### config.mk
export PLATFORM = sky130hd
export DESIGN_NAME = udp_echo_top
export DESIGN_NICKNAME = d
export VERILOG_FILES = /design/src/hdl/udp_proto_pkg.sv /design/src/hdl/echo_buf_pkg.sv /design/src/hdl/udp_echo_top.sv /design/src/hdl/udp_tx_sequencer.sv /design/src/hdl/udp_rx_filter.sv /design/src/hdl/sync_fifo.sv
export SDC_FILE = /design/constraint.sdc
export NUM_CORES = 1
export LEC_CHECK = 0
export ABC_AREA = 0
export BUFFER_PORTS_ARGS = -buffer_cell sky130_fd_sc_hd__buf_2
export CAP_MARGIN = 20
export CORE_ASPECT_RATIO = 1.4
export CORE_UTILIZATION = 35
export DETAILED_ROUTE_END_ITERATION = 7
export GPL_ROUTABILITY_DRIVEN = 1
export REMOVE_ABC_BUFFERS = 1
export SYNTH_ARGS = -nofsm -noshare
export SYNTH_HDL_FRONTEND = slang
export SYNTH_HIERARCHICAL = 1
export SYNTH_SLANG_ARGS = --single-unit
### constraint.sdc
create_clock -name clk -period 22.4 [get_ports clk]
set_input_delay 4.48 -clock clk [delete_from_list [all_inputs] [get_ports clk]]
set_output_delay 4.48 -clock clk [all_outputs]
set_load 0.02 [all_outputs]
### src/hdl/udp_proto_pkg.sv
// UDP field types and constants for already parsed datagrams
// Lengths include the 8-byte UDP header, as on the wire
package udp_proto_pkg;

    // IPv4 address
    typedef logic [31:0] ip_addr_t;

    // UDP port number
    typedef logic [15:0] udp_port_t;

    // UDP length in bytes, header included
    typedef logic [15:0] udp_len_t;

    // Destination port that gets echoed back
    localparam udp_port_t ECHO_PORT = 16'd1234;

    // UDP header size, subtract from the length to get the payload size
    localparam udp_len_t UDP_HDR_BYTES = 16'd8;

endpackage
### src/hdl/echo_buf_pkg.sv
// Buffer sizes, header queue word and FSM states of the echo path
// Payload and header depths bound how many datagrams wait for the transmit side
package echo_buf_pkg;

    // Payload buffer size in bytes
    localparam int PAYLOAD_DEPTH = 64;

    // Number of reply headers that can wait in the queue
    localparam int HDR_DEPTH = 4;

    // Width of a free-entry count of the payload buffer
    localparam int PAYLOAD_CNT_W = $clog2(PAYLOAD_DEPTH + 1);

    // Reply header as stored in the header queue, 80 bits
    typedef struct packed {
        udp_proto_pkg::ip_addr_t  dst_ip;
        udp_proto_pkg::udp_port_t src_port;
        udp_proto_pkg::udp_port_t dst_port;
        udp_proto_pkg::udp_len_t  length;
    } reply_hdr_t;

    typedef enum logic [1:0] {RX_IDLE, RX_PASS, RX_DISCARD} rx_state_t;

    typedef enum logic [1:0] {TX_IDLE, TX_HEADER, TX_PAYLOAD} tx_state_t;

endpackage

### src/hdl/udp_echo_top.sv
// UDP echo for parsed datagrams, replies to the echo port with swapped addresses
// Input has no back-pressure, datagrams that do not fit are dropped whole
`timescale 1ns/1ps

module udp_echo_top (
    input  logic                     clk,
    input  logic                     rst,
    input  logic                     i_hdr_valid,
    input  udp_proto_pkg::ip_addr_t  i_src_ip,
    input  udp_proto_pkg::udp_port_t i_src_port,
    input  udp_proto_pkg::udp_port_t i_dst_port,
    input  udp_proto_pkg::udp_len_t  i_length,
    input  logic                     i_pay_valid,
    input  logic [7:0]               i_pay_data,
    input  logic                     i_pay_last,
    input  logic                     i_hdr_ready,
    input  logic                     i_pay_ready,
    output logic                     o_hdr_valid,
    output udp_proto_pkg::ip_addr_t  o_dst_ip,
    output udp_proto_pkg::udp_port_t o_src_port,
    output udp_proto_pkg::udp_port_t o_dst_port,
    output udp_proto_pkg::udp_len_t  o_length,
    output logic                     o_pay_valid,
    output logic [7:0]               o_pay_data,
    output logic                     o_pay_last
);

    // Filter to buffers
    logic                                    payload_wr;
    logic [7:0]                              payload_wr_data;
    logic [echo_buf_pkg::PAYLOAD_CNT_W-1:0]  payload_free;
    logic                                    hdr_wr;
    echo_buf_pkg::reply_hdr_t                hdr_wr_data;
    logic                                    hdr_full;

    // Buffers to sequencer
    echo_buf_pkg::reply_hdr_t                hdr_rd_data;
    logic                                    hdr_empty;
    logic                                    hdr_rd;
    logic                                    payload_rd;
    logic [7:0]                              payload_rd_data;

    udp_rx_filter u_rx_filter (
        .clk            (clk),
        .rst            (rst),
        .i_hdr_valid    (i_hdr_valid),
        .i_src_ip       (i_src_ip),
        .i_src_port     (i_src_port),
        .i_dst_port     (i_dst_port),
        .i_length       (i_length),
        .i_pay_valid    (i_pay_valid),
        .i_pay_data     (i_pay_data),
        .i_pay_last     (i_pay_last),
        .i_payload_free (payload_free),
        .i_hdr_full     (hdr_full),
        .o_payload_wr   (payload_wr),
        .o_payload_data (payload_wr_data),
        .o_hdr_wr       (hdr_wr),
        .o_hdr_data     (hdr_wr_data)
    );

    sync_fifo #(
        .WIDTH ($bits(echo_buf_pkg::reply_hdr_t)),
        .DEPTH (echo_buf_pkg::HDR_DEPTH)
    ) u_hdr_fifo (
        .clk       (clk),
        .rst       (rst),
        .i_wr      (hdr_wr),
        .i_wr_data (hdr_wr_data),
        .i_rd      (hdr_rd),
        .o_rd_data (hdr_rd_data),
        .o_empty   (hdr_empty),
        .o_full    (hdr_full),
        .o_free    ()
    );

    // Empty and full are not needed here, admission works from o_free
    sync_fifo #(
        .WIDTH (8),
        .DEPTH (echo_buf_pkg::PAYLOAD_DEPTH)
    ) u_payload_fifo (
        .clk       (clk),
        .rst       (rst),
        .i_wr      (payload_wr),
        .i_wr_data (payload_wr_data),
        .i_rd      (payload_rd),
        .o_rd_data (payload_rd_data),
        .o_empty   (),
        .o_full    (),
        .o_free    (payload_free)
    );

    udp_tx_sequencer u_tx_sequencer (
        .clk            (clk),
        .rst            (rst),
        .i_hdr_empty    (hdr_empty),
        .i_hdr_data     (hdr_rd_data),
        .i_payload_data (payload_rd_data),
        .i_hdr_ready    (i_hdr_ready),
        .i_pay_ready    (i_pay_ready),
        .o_hdr_rd       (hdr_rd),
        .o_payload_rd   (payload_rd),
        .o_hdr_valid    (o_hdr_valid),
        .o_dst_ip       (o_dst_ip),
        .o_src_port     (o_src_port),
        .o_dst_port     (o_dst_port),
        .o_length       (o_length),
        .o_pay_valid    (o_pay_valid),
        .o_pay_data     (o_pay_data),
        .o_pay_last     (o_pay_last)
    );

endmodule

### src/hdl/udp_tx_sequencer.sv
// Sends one queued reply, header first and then its payload bytes
// Payload FIFO holds the whole datagram before its header is queued
`timescale 1ns/1ps

module udp_tx_sequencer (
    input  logic                     clk,
    input  logic                     rst,
    input  logic                     i_hdr_empty,
    input  echo_buf_pkg::reply_hdr_t i_hdr_data,
    input  logic [7:0]               i_payload_data,
    input  logic                     i_hdr_ready,
    input  logic                     i_pay_ready,
    output logic                     o_hdr_rd,
    output logic                     o_payload_rd,
    output logic                     o_hdr_valid,
    output udp_proto_pkg::ip_addr_t  o_dst_ip,
    output udp_proto_pkg::udp_port_t o_src_port,
    output udp_proto_pkg::udp_port_t o_dst_port,
    output udp_proto_pkg::udp_len_t  o_length,
    output logic                     o_pay_valid,
    output logic [7:0]               o_pay_data,
    output logic                     o_pay_last
);

    echo_buf_pkg::tx_state_t  state;
    udp_proto_pkg::udp_len_t  pay_left;

    assign o_hdr_rd     = (state == echo_buf_pkg::TX_IDLE) && !i_hdr_empty;
    assign o_pay_valid  = (state == echo_buf_pkg::TX_PAYLOAD);
    assign o_pay_data   = i_payload_data;
    assign o_pay_last   = (pay_left == 16'd1);
    assign o_payload_rd = o_pay_valid && i_pay_ready;

    always_ff @(posedge clk) begin
        if (rst) begin
            state       <= echo_buf_pkg::TX_IDLE;
            o_hdr_valid <= 1'b0;
            pay_left    <= '0;
        end else begin
            case (state)
                echo_buf_pkg::TX_IDLE: begin
                    if (!i_hdr_empty) begin
                        o_hdr_valid <= 1'b1;
                        state       <= echo_buf_pkg::TX_HEADER;
                    end
                end
                echo_buf_pkg::TX_HEADER: begin
                    if (i_hdr_ready) begin
                        o_hdr_valid <= 1'b0;
                        pay_left    <= o_length - udp_proto_pkg::UDP_HDR_BYTES;
                        state       <= echo_buf_pkg::TX_PAYLOAD;
                    end
                end
                echo_buf_pkg::TX_PAYLOAD: begin
                    if (i_pay_ready) begin
                        pay_left <= pay_left - 1'b1;
                        if (o_pay_last) begin
                            state <= echo_buf_pkg::TX_IDLE;
                        end
                    end
                end
                default: state <= echo_buf_pkg::TX_IDLE;
            endcase
        end
    end

    // Header fields captured on the pop, stable while o_hdr_valid waits
    always_ff @(posedge clk) begin
        if (o_hdr_rd) begin
            o_dst_ip   <= i_hdr_data.dst_ip;
            o_src_port <= i_hdr_data.src_port;
            o_dst_port <= i_hdr_data.dst_port;
            o_length   <= i_hdr_data.length;
        end
    end

endmodule

### src/hdl/udp_rx_filter.sv
// Admits echo-port datagrams that fit the buffers, drops all others whole
// Payload byte count must equal the UDP length minus 8 and be at least one
`timescale 1ns/1ps

module udp_rx_filter (
    input  logic                                      clk,
    input  logic                                      rst,
    input  logic                                      i_hdr_valid,
    input  udp_proto_pkg::ip_addr_t                   i_src_ip,
    input  udp_proto_pkg::udp_port_t                  i_src_port,
    input  udp_proto_pkg::udp_port_t                  i_dst_port,
    input  udp_proto_pkg::udp_len_t                   i_length,
    input  logic                                      i_pay_valid,
    input  logic [7:0]                                i_pay_data,
    input  logic                                      i_pay_last,
    input  logic [echo_buf_pkg::PAYLOAD_CNT_W-1:0]    i_payload_free,
    input  logic                                      i_hdr_full,
    output logic                                      o_payload_wr,
    output logic [7:0]                                o_payload_data,
    output logic                                      o_hdr_wr,
    output echo_buf_pkg::reply_hdr_t                  o_hdr_data
);

    echo_buf_pkg::rx_state_t                  state;
    udp_proto_pkg::udp_len_t                  pay_len;
    logic [echo_buf_pkg::PAYLOAD_CNT_W-1:0]   free_now;
    logic                                     admit;
    logic                                     recheck;

    assign pay_len = i_length - udp_proto_pkg::UDP_HDR_BYTES;

    // A byte still in flight to the payload FIFO is not yet in its count
    assign free_now = o_payload_wr ? i_payload_free - 1'b1 : i_payload_free;

    assign admit = (i_dst_port == udp_proto_pkg::ECHO_PORT) &&
                   (pay_len <= udp_proto_pkg::udp_len_t'(free_now)) &&
                   !i_hdr_full;

    always_ff @(posedge clk) begin
        if (rst) begin
            state        <= echo_buf_pkg::RX_IDLE;
            o_payload_wr <= 1'b0;
            o_hdr_wr     <= 1'b0;
            recheck      <= 1'b0;
        end else begin
            o_payload_wr <= 1'b0;
            o_hdr_wr     <= 1'b0;
            recheck      <= 1'b0;
            case (state)
                echo_buf_pkg::RX_IDLE: begin
                    if (i_hdr_valid) begin
                        if (admit) begin
                            state <= echo_buf_pkg::RX_PASS;
                            // Previous reply header lands this cycle, so o_full is stale
                            recheck <= o_hdr_wr;
                        end else begin
                            state <= echo_buf_pkg::RX_DISCARD;
                        end
                    end
                end
                echo_buf_pkg::RX_PASS: begin
                    if (recheck && i_hdr_full) begin
                        // Queue filled by the header in flight, drop this datagram
                        if (i_pay_valid && i_pay_last) begin
                            state <= echo_buf_pkg::RX_IDLE;
                        end else begin
                            state <= echo_buf_pkg::RX_DISCARD;
                        end
                    end else if (i_pay_valid) begin
                        o_payload_wr <= 1'b1;
                        if (i_pay_last) begin
                            o_hdr_wr <= 1'b1;
                            state    <= echo_buf_pkg::RX_IDLE;
                        end
                    end
                end
                echo_buf_pkg::RX_DISCARD: begin
                    if (i_pay_valid && i_pay_last) begin
                        state <= echo_buf_pkg::RX_IDLE;
                    end
                end
                default: state <= echo_buf_pkg::RX_IDLE;
            endcase
        end
    end

    // Swapped reply header, held until the next header strobe
    always_ff @(posedge clk) begin
        o_payload_data <= i_pay_data;
        if (state == echo_buf_pkg::RX_IDLE && i_hdr_valid) begin
            o_hdr_data.dst_ip   <= i_src_ip;
            o_hdr_data.src_port <= i_dst_port;
            o_hdr_data.dst_port <= i_src_port;
            o_hdr_data.length   <= i_length;
        end
    end

endmodule

### src/hdl/sync_fifo.sv
// Single-clock show-ahead FIFO, head data valid whenever o_empty is low
// Writes when full and reads when empty are not guarded
`timescale 1ns/1ps

module sync_fifo #(
    parameter int WIDTH = 8,
    parameter int DEPTH = 16
) (
    input  logic                       clk,
    input  logic                       rst,
    input  logic                       i_wr,
    input  logic [WIDTH-1:0]           i_wr_data,
    input  logic                       i_rd,
    output logic [WIDTH-1:0]           o_rd_data,
    output logic                       o_empty,
    output logic                       o_full,
    output logic [$clog2(DEPTH+1)-1:0] o_free
);

    localparam int PTR_W = (DEPTH > 1) ? $clog2(DEPTH) : 1;
    localparam int CNT_W = $clog2(DEPTH + 1);

    logic [WIDTH-1:0] mem [DEPTH];
    logic [PTR_W-1:0] wr_ptr;
    logic [PTR_W-1:0] rd_ptr;
    logic [CNT_W-1:0] count;

    always_ff @(posedge clk) begin
        if (i_wr) begin
            mem[wr_ptr] <= i_wr_data;
        end
    end

    always_ff @(posedge clk) begin
        if (rst) begin
            wr_ptr <= '0;
            rd_ptr <= '0;
            count  <= '0;
        end else begin
            if (i_wr) begin
                wr_ptr <= (wr_ptr == PTR_W'(DEPTH - 1)) ? '0 : wr_ptr + 1'b1;
            end
            if (i_rd) begin
                rd_ptr <= (rd_ptr == PTR_W'(DEPTH - 1)) ? '0 : rd_ptr + 1'b1;
            end
            // Simultaneous write and read leave the count unchanged
            case ({i_wr, i_rd})
                2'b10:   count <= count + 1'b1;
                2'b01:   count <= count - 1'b1;
                default: count <= count;
            endcase
        end
    end

    // Head entry straight from the array
    assign o_rd_data = mem[rd_ptr];
    assign o_empty   = (count == '0);
    assign o_full    = (count == CNT_W'(DEPTH));
    assign o_free    = CNT_W'(DEPTH) - count;

endmodule

After elaboration in Yosys (flattened, before gate mapping)
Memory sizes are Yosys's and may differ from the RTL's. A register that Yosys moved wholly into a read port is not among the register bits.
Cells that the tools add are included.
{"block": "word_totals", "out_inout_bits": 91, "ramBits": 832, "reg_bits": 138, "input_bits": 95, "n_memories": 2, "wordCells": 119}
{"block": "op_classes", "n_mux": 34, "addsub": 13, "bitwise": 5, "reduce_logical": 23, "eq_ne": 23, "n_lt_le_gt_ge": 1}
{"name": "u_payload_fifo.mem", "words": 64, "word_bits": 8, "rd": 1, "rd_ports_with_merged_regs": 1, "wr": 1, "line_no": "sync_fifo.sv:23", "source": "logic [WIDTH-1:0] mem [DEPTH];"}
{"name": "u_hdr_fifo.mem", "words": 4, "word_bits": 80, "rd": 1, "rd_ports_with_merged_regs": 1, "wr": 1, "line_no": "sync_fifo.sv:23"}
{"op": "$mux 16", "count": 2}
{"op": "$pmux 16 s2", "count": 1}
{"op": "$sub 16x4->16 const B", "count": 2}
{"op": "$mux 2", "count": 13}
{"op": "$mux 6", "count": 4}
{"op": "$eq 16x1->1 const B", "count": 1}
{"op": "$eq 16x11->1 const B", "count": 1}
{"op": "$le 16x7->1", "count": 1}
{"op": "$sub 16x1->16 const B", "count": 1}
{"op": "$pmux 7 s2", "count": 1}
{"op": "$sub 7x1->7 const B", "count": 2}
{"op": "$add 6x1->6 const B", "count": 2}
{"op": "$eq 2x2->1 const B", "count": 6}
{"op": "$eq 6x6->1 const B", "count": 2}
{"op": "$pmux 2 s3", "count": 2}
{"op": "$ne 2x2->1 const B", "count": 5}
{"op": "$eq 2x1->1 const B", "count": 4}
{"op": "$mux 1", "count": 8}
{"op": "$reduce_and 4->1", "count": 2}
{"op": "$reduce_bool 2->1", "count": 4}
{"op": "$reduce_or 4->1", "count": 2}
{"op": "$add 7x1->7 const B", "count": 1}
{"op": "$logic_and 1x1->1", "count": 7}
{"op": "$mux 7", "count": 1}
{"op": "15 further kinds", "count": 24}

Logic depth before layout (Yosys ltp)
{"block": "depth", "depth_word": 9, "depth_mapped": 14, "depth_no_buf": 13}

Cells and area by module
Netlist, hierarchy kept.
{"mod": "sync_fifo (u_payload_fifo)", "area_each_um2": 21722.1, "seq_area_each_um2": 15875.2, "cells_each": 1149, "n_inst": 1}
{"mod": "sync_fifo (u_hdr_fifo)", "area_each_um2": 12115.4, "seq_area_each_um2": 9789.4, "cells_each": 470, "n_inst": 1}
{"mod": "udp_tx_sequencer", "area_each_um2": 3886.2, "seq_area_each_um2": 2782.7, "cells_each": 272, "n_inst": 1}
{"mod": "udp_rx_filter", "area_each_um2": 3246.9, "seq_area_each_um2": 2662.6, "cells_each": 180, "n_inst": 1}

Worst setup path after synthesis
Ideal clock, no wire load.
{"block": "synth_path", "kind": "input port to flip-flop", "start": "input port i_hdr_valid", "end": "register u_rx_filter/o_hdr_data[0] in the netlist's numbering, enable pin", "t_arrival_ns": 7.893, "slack_ns": 13.988, "cell_stages": 2, "setup_ns": 0.519, "t_required_ns": 21.881, "n_path_buf": 0, "path_cell_list": "nand2b_1 nor2_1"}
{"block": "synth_via", "elab_chain_len": 1}
{"element": "start: declaration", "line_no": "udp_echo_top.sv:8", "source": "input logic i_hdr_valid,"}
{"element": "$logic_and 1x1->1", "line_no": "udp_rx_filter.sv:90", "source": "if (state == echo_buf_pkg::RX_IDLE && i_hdr_valid) begin"}
{"element": "end: declaration", "line_no": "udp_rx_filter.sv:21", "source": "output echo_buf_pkg::reply_hdr_t o_hdr_data"}
Every way passes these cells.
A chain may end at the register's enable or synchronous reset.

==> out/metrics.csv <==
stage,metric,value,unit
global_routing,gr usage total,0.155,
floorplan,die area,118000,um2
clock_network,clk root buf,clkbuf_16,
timing,Max Slew Vio Count,0,
detailed_routing,iteration-0 DRC count of the detailed router,1943,
placed_design,Placer Congestion,0.789,
worst_setup_path,reg2reg end,u_payload_fifo/count[4],
status,outcome,"complete, no violations",
finish,Post-layout nets,2401,
worst_setup_path,startpoint type of the worst setup path,flip-flop,
worst_setup_path,Worst Path Arrival,4.44,ns
finish,"most common cell after layout, fill and taps aside",edfxtp_1,
placed_design,IO buf count,185,
worst_setup_path,CP max FO,58,
detailed_routing,Via density,5.28,
timing,worst setup margin,13.48,ns
finish,most frequent cells in the layout,"992 x edfxtp_1, 186 x buf_2, 182 x mux4_2, 135 x nor2_1, 100 x clkbuf_16",
synth,Gate Count Post-Synth,2067,
detailed_routing,drt pass-1 iters,6,
clock_network,H-Tree Depth,3,
timing,final setup violation count,0,
timing,Final Cycle Share,0.398,
floorplan,Die Ht,407,um
pwr,P per Cell Area,96.7,nW/um2
clock_network,"Clk Latency, worst-skew pair",0.72,ns
worst_setup_path,kind of critical path,flip-flop to output port,
worst_setup_path,CP bufs+invs,2,
clock_network,TritonCTS Sinks,1058,
worst_setup_path,R2R setup slack,18.94,ns
floorplan,Starting Density,0.353,
detailed_routing,Routed WL,92100,um
global_routing,vias in the first global route,21000,
worst_setup_path,crit-path cells,"buf_4, mux4_1, a22oi_1, nand4_1, a21oi_1, a311oi_1, buf_2",
synth,mapped cell area,41000,um2
clock_network,cts repair resizes,0,
clock_network,clk buf depth,3,
floorplan,CORE AREA,116000,um2
detailed_routing,Residual DRC,0,
pwr,Static Leak,14.5,nW
floorplan,io pins,186,
clock_network,CTS Buf Count,100,
clock_network,CTS tree,yes,
clock_network,"CTS clk-pin slew, worst paths",0.06,ns
floorplan,row count,148,
worst_setup_path,FF-to-FF Start,u_tx_sequencer/state[1],
detailed_routing,total number of vias,20400,
timing,Final TNS setup,0,ns
detailed_routing,wire per inst,23.9,um
timing,Final Hold Fails,0,
hold_path,HP Class,flip-flop to flip-flop,
global_routing,grt ovf,0,
pwr,Pwr Total,4.51,mW
hold_path,Hold Path Depth,0,
clock_network,Hold Buf Count CTS,0,
finish,layout cell share with drive strength beyond 1,0.260,
worst_setup_path,WP depth,7,
timing,Post-Route Skew,0.0718,ns
timing,min Tclk post-route,8.92,ns
placed_design,HPWL after DPL,58000,um
global_routing,first-pass GRT wire length,136000,um
worst_setup_path,cells on worst reg2reg path,10,
timing,RSZ-0062 raised after global routing,false,
pwr,maximum VDD drop,0.0740,mV
finish,P&R area growth vs syn,13.9,%
worst_setup_path,critical path capture point type,output port,
synth,Avg Inst Size Synth,19.8,um2
clock_network,Setup Buffers After CTS,0,
worst_setup_path,"Max stage delay cell, worst path",dfxtp_4,
placed_design,post-place setup slack,14.05,ns
timing,Peak Freq,112,MHz
worst_setup_path,"Req. time, crit path",17.92,ns
finish,Layout Utilization,0.402,
worst_setup_path,crit path capture,o_pay_data[1],
timing,relative slew slack,0.256,
worst_setup_path,largest delay contributor family on the critical path,buffers and inverters,
synth,yosys warns,6,
floorplan,die width,291,um
global_routing,antenna violations before repair,22,
timing,worst slew pin tran,1.11,ns
detailed_routing,post-route ant nets,0,
flow_run,max-cap violation count,0,
worst_setup_path,"Largest stage delay, worst path",1.04,ns
global_routing,largest net degree at the start of global routing,78,
-- sequential cells by signal, indices dropped and copies added (netlist names), 3 cells and up, named ones only --
register	cells
u_tx_sequencer/pay_left	16
u_payload_fifo/count	7
u_rx_filter/o_payload_data	8
u_rx_filter/o_hdr_data	80
u_payload_fifo/mem	512
u_tx_sequencer/o_length	16
u_tx_sequencer/o_dst_port	16
u_payload_fifo/wr_ptr	6
u_tx_sequencer/o_dst_ip	32
u_tx_sequencer/o_src_port	16
u_hdr_fifo/mem	320
u_hdr_fifo/count	3
u_payload_fifo/rd_ptr	6
-- power by group --
group	switching [mW]	internal (mW)	total (mW)
clock network	0.751	0.961	1.71
registers	0.0721	2.26	2.33
logic	0.288	0.182	0.469
total	1.11	3.40	4.51
-- layout make-up --
cell class	count	area (um2)
inverter	34	128
sequential	1058	31100
timing repair buffer	217	1250
clock inverter	61	742
multi-input combinational	867	8900
tap	1500	1880
antenna	4	10.0
clock buffer	119	2610
fill	10200	69400
-- worst min-delay path by stage --
stage / slack, ns / startpoint / end
after floorplan: 0.46 / u_hdr_fifo/count[1] / u_hdr_fifo/count[1]
after global placement: 0.46 / u_rx_filter/o_hdr_data[34] / u_hdr_fifo/mem[1][34]
after detailed placement: 0.48 / u_rx_filter/o_hdr_data[41] / u_hdr_fifo/mem[2][41]
after CTS: 0.48 / u_rx_filter/o_hdr_data[21] / u_hdr_fifo/mem[0][21]
after global routing: 0.48 / u_rx_filter/o_hdr_data[21] / u_hdr_fifo/mem[0][21]
final: 0.49 / u_rx_filter/o_hdr_data[21] / u_hdr_fifo/mem[0][21]
-- metrics by stage --
| stage | area (um2) | hold slack, ns | instances |
|---|---|---|---|
| final | 46700 | 0.492 | 3860 |
| after floorplan | 40100 | 0.459 | 1959 |
| after detailed placement | 43100 | 0.479 | 3667 |
| after CTS | 46500 | 0.477 | 3847 |
| after global placement | 43100 | 0.465 | 3664 |
| after global routing | 46700 | 0.484 | 3858 |
-- metal layers --
layer / GRT usage / wire, um / part of all wire / up-vias
li1: - / - / - / 8788
met1: 0.181 / 34200 / 0.37 / 10600
met2: 0.270 / 47300 / 0.51 / 814
met3: 0.0445 / 7820 / 0.085 / 194
met4: 0.0549 / 2640 / 0.029 / 28
met5: 0 / 170 / 0.0018 / -
Power figures use the tool's default switching activity.
